==> config.mk <==
export PLATFORM = sky130hd
export DESIGN_NAME = dft_mem_top
export DESIGN_NICKNAME = d
export VERILOG_FILES = /design/src/design/dft_mem_pkg.sv /design/src/design/dft_bank_ram.sv /design/src/design/dft_mem_sink.sv /design/src/design/dft_stage_read.sv /design/src/design/dft_butterfly.sv /design/src/design/dft_stage_write.sv /design/src/design/dft_mem_source.sv /design/src/design/dft_mem_top.sv
export SDC_FILE = /design/constraint.sdc
export NUM_CORES = 2
export LEC_CHECK = 0
export BUFFER_PORTS_ARGS = -buffer_cell sky130_fd_sc_hd__buf_4
export CORE_MARGIN = 2
export CORE_UTILIZATION = 55
export DETAILED_ROUTE_END_ITERATION = 8
export PLACE_DENSITY = 0.81
export SLEW_MARGIN = 20
export SYNTH_ARGS = -nofsm -noshare
export SYNTH_HDL_FRONTEND = slang
export SYNTH_SLANG_ARGS = --single-unit
==> constraint.sdc <==
create_clock -name clk -period 18.4 [get_ports clk]
set_input_delay 5.52 -clock clk [delete_from_list [all_inputs] [get_ports clk]]
set_output_delay 5.52 -clock clk [all_outputs]
set_load 0.01 [all_outputs]
==> src/design/dft_mem_pkg.sv <==
/*
 * Shared definitions for the in-place radix-2 DFT engine
 * Sample and twiddle widths, address sizing, engine states
 * and the 16-point Q1.14 twiddle table
 */

package dft_mem_pkg;

	// Real or imaginary part, two's complement
	localparam int D_W = 16;
	// Largest transform is 16 points
	localparam int N_LOG2_MAX = 4;
	localparam int A_W = N_LOG2_MAX;
	// Twiddle coefficients in Q1.14
	localparam int TW_W = 16;

	typedef enum logic [2:0]
	{
		IDLE        = 3'd0,
		SINK        = 3'd1,
		RD          = 3'd2,
		WAIT_WR_END = 3'd3,
		SOURCE      = 3'd4
	} engine_state_t;

	// cos(2*pi*k/16), k in 0..7
	function automatic logic signed [TW_W-1:0] twiddle_cos(input logic [A_W-2:0] k);
		case (k)
			3'd0: twiddle_cos = 16'sd16384;
			3'd1: twiddle_cos = 16'sd15137;
			3'd2: twiddle_cos = 16'sd11585;
			3'd3: twiddle_cos = 16'sd6270;
			3'd4: twiddle_cos = 16'sd0;
			3'd5: twiddle_cos = -16'sd6270;
			3'd6: twiddle_cos = -16'sd11585;
			default: twiddle_cos = -16'sd15137;
		endcase
	endfunction

	// sin(2*pi*k/16), k in 0..7
	function automatic logic signed [TW_W-1:0] twiddle_sin(input logic [A_W-2:0] k);
		case (k)
			3'd0: twiddle_sin = 16'sd0;
			3'd1: twiddle_sin = 16'sd6270;
			3'd2: twiddle_sin = 16'sd11585;
			3'd3: twiddle_sin = 16'sd15137;
			3'd4: twiddle_sin = 16'sd16384;
			3'd5: twiddle_sin = 16'sd15137;
			3'd6: twiddle_sin = 16'sd11585;
			default: twiddle_sin = 16'sd6270;
		endcase
	endfunction

endpackage

==> src/design/dft_bank_ram.sv <==
/*
 * Complex sample memory for the DFT engine
 * One write port and one read port, read data registered
 * and valid one cycle after rd_en
 */

`timescale 1ns/1ns

module dft_bank_ram (
	input  logic                          clk,
	input  logic                          wr_en,
	input  logic [dft_mem_pkg::A_W-1:0]   wr_addr,
	input  logic [dft_mem_pkg::D_W-1:0]   wr_re,
	input  logic [dft_mem_pkg::D_W-1:0]   wr_im,
	input  logic                          rd_en,
	input  logic [dft_mem_pkg::A_W-1:0]   rd_addr,
	output logic [dft_mem_pkg::D_W-1:0]   rd_re,
	output logic [dft_mem_pkg::D_W-1:0]   rd_im
);
	import dft_mem_pkg::*;

	// Separate real and imaginary arrays, full 16-word depth
	logic [D_W-1:0] mem_re [2**A_W];
	logic [D_W-1:0] mem_im [2**A_W];

	always_ff @(posedge clk)
	begin
		if (wr_en)
		begin
			mem_re[wr_addr] <= wr_re;
			mem_im[wr_addr] <= wr_im;
		end
	end

	// Registered read, holds last word when idle
	always_ff @(posedge clk)
	begin
		if (rd_en)
		begin
			rd_re <= mem_re[rd_addr];
			rd_im <= mem_im[rd_addr];
		end
	end

	// In-place schedule never reads and writes one word together
	a_no_rw_collision: assert property (@(posedge clk)
		!(wr_en && rd_en && (wr_addr == rd_addr)));

endmodule

==> src/design/dft_mem_sink.sv <==
/*
 * Input sink of the DFT engine
 * Takes one frame of N samples and writes each one at the
 * bit-reversed value of its index
 * sink_done marks the Nth sample
 */

`timescale 1ns/1ns

module dft_mem_sink #(
	parameter int N_LOG2 = 3
) (
	input  logic                          clk,
	input  logic                          rst_n,
	input  logic                          active,
	input  logic                          in_sop,
	input  logic                          in_valid,
	input  logic [dft_mem_pkg::D_W-1:0]   in_re,
	input  logic [dft_mem_pkg::D_W-1:0]   in_im,
	output logic                          wr_en,
	output logic [dft_mem_pkg::A_W-1:0]   wr_addr,
	output logic [dft_mem_pkg::D_W-1:0]   wr_re,
	output logic [dft_mem_pkg::D_W-1:0]   wr_im,
	output logic                          sink_done
);
	import dft_mem_pkg::*;

	localparam int N = 1 << N_LOG2;

	logic           started;
	logic           take;
	// Sample index within the frame
	logic [A_W-1:0] cnt;
	logic [A_W-1:0] rev;

	// Only the first sample needs in_sop
	assign take = active && in_valid && (started || in_sop);

	// Bit reversal over N_LOG2 bits only
	always_comb
	begin
		rev = '0;
		for (int i = 0; i < N_LOG2; i++)
			rev[i] = cnt[N_LOG2-1-i];
	end

	// Write goes out in the same cycle the sample is taken
	assign wr_en     = take;
	assign wr_addr   = rev;
	assign wr_re     = in_re;
	assign wr_im     = in_im;
	assign sink_done = take && (cnt == A_W'(N-1));

	always_ff @(posedge clk)
	begin
		if (!rst_n)
		begin
			started <= 1'b0;
			cnt     <= '0;
		end
		else if (sink_done)
		begin
			started <= 1'b0;
			cnt     <= '0;
		end
		else if (take)
		begin
			started <= 1'b1;
			cnt     <= cnt + 1'b1;
		end
	end

	// Count is clear whenever the sink is not active
	a_cnt_in_frame: assert property (@(posedge clk) disable iff (!rst_n)
		!active |-> (cnt == '0));

endmodule

==> src/design/dft_stage_read.sv <==
/*
 * Read stage of one radix-2 butterfly pass
 * Issues N reads back to back, top then bottom word of each
 * butterfly, with the twiddle index on the 16-point table
 */

`timescale 1ns/1ns

module dft_stage_read #(
	parameter int N_LOG2 = 3
) (
	input  logic                                          clk,
	input  logic                                          rst_n,
	input  dft_mem_pkg::engine_state_t                    state,
	input  logic [$clog2(dft_mem_pkg::N_LOG2_MAX)-1:0]    stage,
	output logic                                          rd_en,
	output logic [dft_mem_pkg::A_W-1:0]                   rd_addr,
	output logic                                          pair_valid,
	output logic [dft_mem_pkg::A_W-1:0]                   pair_addr,
	output logic [dft_mem_pkg::A_W-2:0]                   tw_index,
	output logic                                          rd_end
);
	import dft_mem_pkg::*;

	localparam int N = 1 << N_LOG2;

	logic [A_W-1:0] cnt;
	// Butterfly number within the stage
	logic [A_W-1:0] bf;
	// Half span of the stage, 2^stage
	logic [A_W-1:0] half;
	// Position inside the group
	logic [A_W-1:0] pos;
	logic [A_W-1:0] top;
	logic [A_W-1:0] tw_full;

	// Word counter, runs only in RD
	always_ff @(posedge clk)
	begin
		if (!rst_n)
			cnt <= '0;
		else if (state == RD)
			cnt <= cnt + 1'b1;
		else
			cnt <= '0;
	end

	//----------------------------------------------------------------------
	// Address generation
	//----------------------------------------------------------------------
	// Two words per butterfly
	assign bf   = cnt >> 1;
	assign half = A_W'(1) << stage;
	assign pos  = bf & (half - 1'b1);
	// Group base is group number times full span
	assign top  = ((bf >> stage) << (stage + 1)) | pos;

	// W_span^pos expressed as a 16-point index
	assign tw_full = pos << (N_LOG2_MAX - 1 - stage);

	assign rd_en   = (state == RD);
	// Bottom word sits half a span above the top word
	assign rd_addr = cnt[0] ? (top | half) : top;
	assign rd_end  = rd_en && (cnt == A_W'(N-1));

	// Line up with the registered memory read data
	always_ff @(posedge clk)
	begin
		if (!rst_n)
			pair_valid <= 1'b0;
		else
			pair_valid <= rd_en;
	end

	always_ff @(posedge clk)
	begin
		pair_addr <= rd_addr;
		tw_index  <= tw_full[A_W-2:0];
	end

	// Stage counter from the top stays inside the transform size
	a_stage_range: assert property (@(posedge clk) disable iff (!rst_n)
		(state == RD) |-> (int'(stage) < N_LOG2));

endmodule

==> src/design/dft_butterfly.sv <==
/*
 * Radix-2 DIT butterfly with conjugate twiddle multiply
 * Word a is held, b is rotated, then a+p and a-p come out
 * halved on consecutive cycles, 2 cycles after b arrives
 */

`timescale 1ns/1ns

module dft_butterfly (
	input  logic                          clk,
	input  logic                          rst_n,
	input  logic                          in_valid,
	input  logic [dft_mem_pkg::A_W-1:0]   in_addr,
	input  logic [dft_mem_pkg::D_W-1:0]   in_re,
	input  logic [dft_mem_pkg::D_W-1:0]   in_im,
	input  logic [dft_mem_pkg::A_W-2:0]   tw_index,
	output logic                          out_valid,
	output logic [dft_mem_pkg::A_W-1:0]   out_addr,
	output logic [dft_mem_pkg::D_W-1:0]   out_re,
	output logic [dft_mem_pkg::D_W-1:0]   out_im
);
	import dft_mem_pkg::*;

	// High while word a is held and b is due
	logic                    phase;
	logic                    s1_valid;
	logic                    s2_valid;
	logic signed [D_W-1:0]   a_re;
	logic signed [D_W-1:0]   a_im;
	logic [A_W-1:0]          a_addr;
	logic [A_W-1:0]          b_addr;
	logic signed [TW_W-1:0]  tw_c;
	logic signed [TW_W-1:0]  tw_s;
	// Full precision products
	logic signed [2*D_W:0]   prod_re;
	logic signed [2*D_W:0]   prod_im;
	logic signed [D_W+3:0]   p_re;
	logic signed [D_W+3:0]   p_im;
	logic signed [D_W+3:0]   sum_re;
	logic signed [D_W+3:0]   sum_im;
	logic signed [D_W+3:0]   dif_re;
	logic signed [D_W+3:0]   dif_im;
	logic [D_W-1:0]          dif_re_q;
	logic [D_W-1:0]          dif_im_q;

	assign tw_c = twiddle_cos(tw_index);
	assign tw_s = twiddle_sin(tw_index);

	//----------------------------------------------------------------------
	// Control pipeline
	//----------------------------------------------------------------------
	always_ff @(posedge clk)
	begin
		if (!rst_n)
		begin
			phase     <= 1'b0;
			s1_valid  <= 1'b0;
			s2_valid  <= 1'b0;
			out_valid <= 1'b0;
		end
		else
		begin
			if (in_valid)
				phase <= ~phase;
			s1_valid  <= in_valid && phase;
			s2_valid  <= s1_valid;
			// Sum on s1, difference on s2
			out_valid <= s1_valid || s2_valid;
		end
	end

	//----------------------------------------------------------------------
	// Datapath
	//----------------------------------------------------------------------
	// Drop the Q1.14 fraction, floor rounding
	assign p_re   = (D_W+4)'(prod_re >>> (TW_W - 2));
	assign p_im   = (D_W+4)'(prod_im >>> (TW_W - 2));
	assign sum_re = a_re + p_re;
	assign sum_im = a_im + p_im;
	assign dif_re = a_re - p_re;
	assign dif_im = a_im - p_im;

	always_ff @(posedge clk)
	begin
		if (in_valid && !phase)
		begin
			a_re   <= $signed(in_re);
			a_im   <= $signed(in_im);
			a_addr <= in_addr;
		end
		// b * (cos - j sin)
		if (in_valid && phase)
		begin
			prod_re <= $signed(in_re) * tw_c + $signed(in_im) * tw_s;
			prod_im <= $signed(in_im) * tw_c - $signed(in_re) * tw_s;
			b_addr  <= in_addr;
		end
		// Halve by dropping bit 0
		if (s1_valid)
		begin
			out_re   <= sum_re[D_W:1];
			out_im   <= sum_im[D_W:1];
			out_addr <= a_addr;
			dif_re_q <= dif_re[D_W:1];
			dif_im_q <= dif_im[D_W:1];
		end
		else
		begin
			out_re   <= dif_re_q;
			out_im   <= dif_im_q;
			out_addr <= b_addr;
		end
	end

	// Words arrive as whole a,b pairs on adjacent cycles
	a_whole_pairs: assert property (@(posedge clk) disable iff (!rst_n)
		(in_valid && !phase) |=> in_valid);

endmodule

==> src/design/dft_stage_write.sv <==
/*
 * Write stage of one radix-2 butterfly pass
 * Puts butterfly results back at their own addresses and
 * flags the Nth write of the stage
 */

`timescale 1ns/1ns

module dft_stage_write #(
	parameter int N_LOG2 = 3
) (
	input  logic                          clk,
	input  logic                          rst_n,
	input  dft_mem_pkg::engine_state_t    state,
	input  logic                          in_valid,
	input  logic [dft_mem_pkg::A_W-1:0]   in_addr,
	input  logic [dft_mem_pkg::D_W-1:0]   in_re,
	input  logic [dft_mem_pkg::D_W-1:0]   in_im,
	output logic                          wr_en,
	output logic [dft_mem_pkg::A_W-1:0]   wr_addr,
	output logic [dft_mem_pkg::D_W-1:0]   wr_re,
	output logic [dft_mem_pkg::D_W-1:0]   wr_im,
	output logic                          wr_end
);
	import dft_mem_pkg::*;

	localparam int N = 1 << N_LOG2;

	engine_state_t  state_q;
	logic [A_W-1:0] cnt;

	always_ff @(posedge clk)
	begin
		if (!rst_n)
		begin
			state_q <= IDLE;
			cnt     <= '0;
			wr_en   <= 1'b0;
			wr_end  <= 1'b0;
		end
		else
		begin
			state_q <= state;
			wr_en   <= in_valid;
			// Pulses together with the Nth write
			wr_end  <= in_valid && (cnt == A_W'(N-1));
			// New stage starts on entry to RD
			if (state == RD && state_q != RD)
				cnt <= '0;
			else if (in_valid)
				cnt <= cnt + 1'b1;
		end
	end

	always_ff @(posedge clk)
	begin
		wr_addr <= in_addr;
		wr_re   <= in_re;
		wr_im   <= in_im;
	end

	// Butterfly results only appear during a pass
	a_wr_in_pass: assert property (@(posedge clk) disable iff (!rst_n)
		in_valid |-> (state == RD || state == WAIT_WR_END));

endmodule

==> src/design/dft_mem_source.sv <==
/*
 * Output source of the DFT engine
 * Reads the memory in natural order and streams N words
 * with out_sop on the first and source_end on the last
 */

`timescale 1ns/1ns

module dft_mem_source #(
	parameter int N_LOG2 = 3
) (
	input  logic                          clk,
	input  logic                          rst_n,
	input  logic                          active,
	output logic                          rd_en,
	output logic [dft_mem_pkg::A_W-1:0]   rd_addr,
	input  logic [dft_mem_pkg::D_W-1:0]   rd_re,
	input  logic [dft_mem_pkg::D_W-1:0]   rd_im,
	output logic                          out_sop,
	output logic                          out_valid,
	output logic [dft_mem_pkg::D_W-1:0]   out_re,
	output logic [dft_mem_pkg::D_W-1:0]   out_im,
	output logic                          source_end
);
	import dft_mem_pkg::*;

	localparam int N = 1 << N_LOG2;

	// Counts to N and stops there
	logic [A_W:0]   cnt;
	logic           rd_q;
	logic [A_W-1:0] addr_q;

	assign rd_en   = active && (cnt < (A_W+1)'(N));
	assign rd_addr = cnt[A_W-1:0];

	always_ff @(posedge clk)
	begin
		if (!rst_n)
		begin
			cnt        <= '0;
			rd_q       <= 1'b0;
			out_valid  <= 1'b0;
			out_sop    <= 1'b0;
			source_end <= 1'b0;
		end
		else
		begin
			if (!active)
				cnt <= '0;
			else if (rd_en)
				cnt <= cnt + 1'b1;
			// Memory data valid one cycle after the read
			rd_q       <= rd_en;
			out_valid  <= rd_q;
			out_sop    <= rd_q && (addr_q == '0);
			source_end <= rd_q && (addr_q == A_W'(N-1));
		end
	end

	always_ff @(posedge clk)
	begin
		addr_q <= rd_addr;
		out_re <= rd_re;
		out_im <= rd_im;
	end

	// SOURCE is left only after the last word goes out
	a_leave_after_end: assert property (@(posedge clk) disable iff (!rst_n)
		$fell(active) |-> $past(source_end));

endmodule

==> src/design/dft_mem_top.sv <==
/*
 * In-place radix-2 DFT engine around one shared memory
 * Engine FSM runs sink, N_LOG2 butterfly passes and source,
 * output is the DFT scaled by 1/N
 */

`timescale 1ns/1ns

module dft_mem_top #(
	parameter int N_LOG2 = 3
) (
	input  logic                          clk,
	input  logic                          rst_n,
	input  logic                          in_sop,
	input  logic                          in_valid,
	input  logic [dft_mem_pkg::D_W-1:0]   in_re,
	input  logic [dft_mem_pkg::D_W-1:0]   in_im,
	output logic                          sink_ready,
	output logic                          out_sop,
	output logic                          out_valid,
	output logic [dft_mem_pkg::D_W-1:0]   out_re,
	output logic [dft_mem_pkg::D_W-1:0]   out_im
);
	import dft_mem_pkg::*;

	engine_state_t                  state;
	logic [$clog2(N_LOG2_MAX)-1:0]  stage;
	logic                           sink_active;
	logic                           source_active;

	// Sink side
	logic           sk_wr_en;
	logic [A_W-1:0] sk_wr_addr;
	logic [D_W-1:0] sk_wr_re;
	logic [D_W-1:0] sk_wr_im;
	logic           sink_done;

	// Butterfly pass
	logic           rs_rd_en;
	logic [A_W-1:0] rs_rd_addr;
	logic           pair_valid;
	logic [A_W-1:0] pair_addr;
	logic [A_W-2:0] tw_index;
	logic           rd_end;
	logic           bf_valid;
	logic [A_W-1:0] bf_addr;
	logic [D_W-1:0] bf_re;
	logic [D_W-1:0] bf_im;
	logic           sw_wr_en;
	logic [A_W-1:0] sw_wr_addr;
	logic [D_W-1:0] sw_wr_re;
	logic [D_W-1:0] sw_wr_im;
	logic           wr_end;

	// Source side
	logic           so_rd_en;
	logic [A_W-1:0] so_rd_addr;
	logic           source_end;

	// Shared memory ports
	logic           wr_en;
	logic [A_W-1:0] wr_addr;
	logic [D_W-1:0] wr_re;
	logic [D_W-1:0] wr_im;
	logic           rd_en;
	logic [A_W-1:0] rd_addr;
	logic [D_W-1:0] rd_re;
	logic [D_W-1:0] rd_im;

	//----------------------------------------------------------------------
	// Engine FSM and stage counter
	//----------------------------------------------------------------------
	always_ff @(posedge clk)
	begin
		if (!rst_n)
		begin
			state <= IDLE;
			stage <= '0;
		end
		else
		begin
			case (state)
				IDLE:
				begin
					stage <= '0;
					if (in_valid && in_sop)
						state <= SINK;
				end
				SINK:
					if (sink_done)
						state <= RD;
				RD:
					if (rd_end)
						state <= WAIT_WR_END;
				WAIT_WR_END:
					if (wr_end)
					begin
						// Last pass goes straight to output
						if (int'(stage) == N_LOG2 - 1)
							state <= SOURCE;
						else
						begin
							state <= RD;
							stage <= stage + 1'b1;
						end
					end
				SOURCE:
					if (source_end)
						state <= IDLE;
				default:
					state <= IDLE;
			endcase
		end
	end

	assign sink_ready    = (state == IDLE);
	// First sample is taken while still in IDLE
	assign sink_active   = (state == IDLE) || (state == SINK);
	assign source_active = (state == SOURCE);

	//----------------------------------------------------------------------
	// Memory port multiplexers
	//----------------------------------------------------------------------
	assign wr_en   = sink_active ? sk_wr_en   : sw_wr_en;
	assign wr_addr = sink_active ? sk_wr_addr : sw_wr_addr;
	assign wr_re   = sink_active ? sk_wr_re   : sw_wr_re;
	assign wr_im   = sink_active ? sk_wr_im   : sw_wr_im;

	assign rd_en   = source_active ? so_rd_en   : rs_rd_en;
	assign rd_addr = source_active ? so_rd_addr : rs_rd_addr;

	dft_bank_ram u_ram (
		.clk     (clk),
		.wr_en   (wr_en),
		.wr_addr (wr_addr),
		.wr_re   (wr_re),
		.wr_im   (wr_im),
		.rd_en   (rd_en),
		.rd_addr (rd_addr),
		.rd_re   (rd_re),
		.rd_im   (rd_im)
	);

	dft_mem_sink #(.N_LOG2(N_LOG2)) u_sink (
		.clk       (clk),
		.rst_n     (rst_n),
		.active    (sink_active),
		.in_sop    (in_sop),
		.in_valid  (in_valid),
		.in_re     (in_re),
		.in_im     (in_im),
		.wr_en     (sk_wr_en),
		.wr_addr   (sk_wr_addr),
		.wr_re     (sk_wr_re),
		.wr_im     (sk_wr_im),
		.sink_done (sink_done)
	);

	dft_stage_read #(.N_LOG2(N_LOG2)) u_stage_read (
		.clk        (clk),
		.rst_n      (rst_n),
		.state      (state),
		.stage      (stage),
		.rd_en      (rs_rd_en),
		.rd_addr    (rs_rd_addr),
		.pair_valid (pair_valid),
		.pair_addr  (pair_addr),
		.tw_index   (tw_index),
		.rd_end     (rd_end)
	);

	dft_butterfly u_butterfly (
		.clk       (clk),
		.rst_n     (rst_n),
		.in_valid  (pair_valid),
		.in_addr   (pair_addr),
		.in_re     (rd_re),
		.in_im     (rd_im),
		.tw_index  (tw_index),
		.out_valid (bf_valid),
		.out_addr  (bf_addr),
		.out_re    (bf_re),
		.out_im    (bf_im)
	);

	dft_stage_write #(.N_LOG2(N_LOG2)) u_stage_write (
		.clk      (clk),
		.rst_n    (rst_n),
		.state    (state),
		.in_valid (bf_valid),
		.in_addr  (bf_addr),
		.in_re    (bf_re),
		.in_im    (bf_im),
		.wr_en    (sw_wr_en),
		.wr_addr  (sw_wr_addr),
		.wr_re    (sw_wr_re),
		.wr_im    (sw_wr_im),
		.wr_end   (wr_end)
	);

	dft_mem_source #(.N_LOG2(N_LOG2)) u_source (
		.clk        (clk),
		.rst_n      (rst_n),
		.active     (source_active),
		.rd_en      (so_rd_en),
		.rd_addr    (so_rd_addr),
		.rd_re      (rd_re),
		.rd_im      (rd_im),
		.out_sop    (out_sop),
		.out_valid  (out_valid),
		.out_re     (out_re),
		.out_im     (out_im),
		.source_end (source_end)
	);

	// Sink and pass writes never overlap
	a_one_writer: assert property (@(posedge clk) disable iff (!rst_n)
		!(sk_wr_en && sw_wr_en));

endmodule

==> impl_metrics.yaml <==
outcome:
  status: "finished clean"
place:
  placed_area_um2: 69500
  dp_hpwl_mm: 120
  gp_congestion: 0.977
  portBuffers: 70
timing:
  fin_crit_sh_pct: 52.8
  relSlewSlack_pct: 30.2
  fmax_ghz: 0.103
  final.setup.tns_ns: 0
  skew_ns: 0.0537
  slew_violations: 0
  rsz0062_at_grt: "false"
  final-setup-viol-count: 0
  worstMarginPinSlew_ns: 1.05
  finalCriticalPeriod_ns: 9.72
  hold_violations: 0
clock_network:
  clock_tree.root_cell: "clkbuf_16"
  path_clk_slew_ns: 0.06
  holdBufCountCts: 0
  post_cts_buffers: 0
  cts_buffer_depth: 3
  cts_buffers: 78
  cts_tree: "yes"
  insertion_delay_ns: 0.67
  cts-htree-levels: 3
  ctsResizeCount: 0
  cts_sinks: 802
layout:
  finalNetCount: 7508
  fin_area_um2: 72200
  area_delta_synth_final_pct: 7.78
  mostFrequentLayoutCells: "1,306 x inv_1, 1,039 x fa_1, 690 x nand2_1"
  final_common_cell: "inv_1"
  fillers: 9549
  drive_above_1_share_pct: 5.86
logic_synthesis:
  synthArstFlopShare_pct: 0
  syn-num-nets: 7530
  synth_area_um2: 67000
  yosysSeqAreaShare_pct: 33.7
  ys.flop_type: "edfxtp_1"
  ys.warnings.count: 0
  synth_edf_count: 650
  avgSynthCellArea_um2: 11.0
  yosys_register_bits: 802
  ys_types: 71
  synthCells: 6068
pwr:
  power.net_switching_uw: 754
  clockPowerShare_pct: 45.6
  switching_share_pct: 20.3
  powerDensity_nw_per_um2: 51.6
  power.share.sequential_pct: 52.9
  power_uw: 3720
  power.leakage_uw: 0.0323
  ir_drop_mv: 0.0990
  p_comb_share_pct: 1.6
  intPower_uw: 2970
grt:
  grt_usage_pct: 27.7
  grt_pass1_vias: 46500
  grt_max_degree: 186
  grt.overflow.total: 0
  grt_first_pass_wirelength_mm: 263
  grt_antenna_before_repair: 9
hold_path:
  hold_path.class: "flop to flop"
  whs_path_depth: 0
floorplan:
  start_util_pct: 55.2
  rows: 128
  core_um2: 121000
  io_pins: 71
  die_x_um: 353
  die_h_um: 353
  die_area_um2: 125000
worst_setup_path:
  setup.worst_path.class: "flop to flop"
  r2r_cells: 27
  critPathArrivalTime_ns: 10.07
  cp.required_ns: 18.75
  setup.worst_path.end_class: "flop"
  cp-start-kind: "flop"
  crit_fanout: 34
route:
  routedWlPerCell_um: 21.7
  drt_pre_antenna_iters: 8
  drt_iter0_drc: 4056
  routed_via_density: 5.66
  drc: 0
  wirelength_mm: 168
  dr_total_vias: 43800
  drtAntennaViolNets: 0
run:
  cap_viol_max_count: 0
## per-stage QoR
| stage | util, % | cells | setup slack, ns | hold slack, ns |
|---|---|---|---|---|
| floorplan | - | 6068 | 9.95 | 0.310 |
| global placement | 57.2 | 7591 | 9.19 | 0.314 |
| detailed placement | 57.2 | 7591 | 8.79 | 0.313 |
| CTS | 59.5 | 7732 | 8.75 | 0.317 |
| global route | 59.5 | 7732 | 8.15 | 0.321 |
| finish | 59.5 | 7734 | 8.68 | 0.310 |
## cells by family (layout without fill, tap and decap cells)
| logic type | count (synthesis) | after routing | share of synthesized area (%) |
|---|---|---|---|
| multiplexers | 23 | 23 | 0.360 |
| adder cells (fa/ha/maj) | 1426 | 1426 | 38.3 |
| buffers and inverters | 1563 | 1602 | 8.82 |
| XOR/XNOR | 146 | 146 | 1.91 |
| flip-flops | 802 | 802 | 33.7 |
| AND/OR/NAND/NOR | 1475 | 1475 | 10.6 |
| AO/OA/AOI/OAI | 633 | 633 | 6.39 |
| other | 0 | 2 | 0 |
## per-layer routing
layer,wire length (um),GRT usage (%),up-vias
li1,-,-,19100
met1,63300,36.5,22000
met2,79600,44.9,2156
met3,16500,5.35,475
met4,8310,12.1,8
met5,50,0,-
## cells in the mapped netlist, drive strengths merged, types with 31 or more instances
cell type	instances	share of area (%)
a31oi	80	0.75
buf	33	0.24
a211oi	174	1.9
dfxtp	152	4.5
and3	87	0.81
nand2	691	3.9
edfxtp	650	29
inv	1306	7.3
nor3	31	0.23
nor2	160	0.90
xnor2	121	1.6
clkbuf	221	1.2
fa	1039	31
nand2b	46	0.43
o21ai	66	0.53
a21oi	153	1.2
a311oi	67	0.89
ha	387	7.2
and2	309	2.9
nor2b	44	0.41
## layout make-up
type	instances	area, um2	share of cell area, %
multi-input cells	3703	38800	53.7
flip-flops and latches	802	22600	31.2
inverters	1309	4910	6.80
clock buffers	101	2130	2.95
well taps	1625	2030	2.82
repair buffers	152	1150	1.60
clock inverters	40	621	0.859
diodes	2	5.00	0.00693
## registers in the layout (all words and copies together), names as in the netlist, 5 cells and up
name and flops:
u_ram.mem_im 256, u_ram.mem_re 256, u_butterfly.prod_im 17, u_butterfly.prod_re 17, u_butterfly.a_im 16, u_butterfly.a_re 16, u_butterfly.dif_im_q 16, u_butterfly.dif_re_q 16
u_butterfly.out_im 16, u_butterfly.out_re 16, u_ram.rd_im 16, u_ram.rd_re 16, u_source.out_im 16, u_source.out_re 16, u_stage_write.wr_im 16, u_stage_write.wr_re 16
u_source.cnt 5
## worst paths after layout
check	startpoint	endpoint	slack, ns
max	u_stage_read.tw_index[2]$_DFF_P_	u_butterfly.prod_im[30]$_DFFE_PP_	8.68
min	u_butterfly.out_im[9]$_DFF_P_	u_stage_write.wr_im[9]$_DFF_P_	0.31
max reg2reg	u_stage_read.tw_index[2]$_DFF_P_	u_butterfly.prod_im[30]$_DFFE_PP_	8.68
min reg2reg	u_butterfly.out_im[9]$_DFF_P_	u_stage_write.wr_im[9]$_DFF_P_	0.31
## power by group through the flow
stage          clock network (uW)  registers (uW)  logic (uW)
2_1_floorplan                   0            2010        32.7
3_3_place_gp                    0            2010        54.9
3_5_place_dp                    0            2010        57.2
4_1_cts                      1710            1970        57.5
5_1_grt                      1770            1970        63.6
6_report                     1700            1970        58.4
## worst max-delay path, stage by stage, from the launching register on
cell and delay [ns]:
dfxtp_2 0.31, buf_4 0.40, xor2_1 0.20, and2_1 0.56, o21ai_0 0.91, inv_1 0.65, fa_1 0.67, inv_1 0.06
fa_1 0.50, inv_1 0.05, fa_1 0.48, inv_1 0.06, fa_1 0.48, fa_1 0.57, fa_1 0.43, fa_1 0.49
inv_1 0.05, fa_1 0.47, inv_1 0.04, ha_1 0.33, a21oi_1 0.15, nor2b_1 0.06, a211oi_1 0.25, o21ai_2 0.18
a31oi_1 0.45, o21ai_1 0.18, o41ai_1 0.33, xnor2_1 0.11
(Power assumes the default switching activity.)
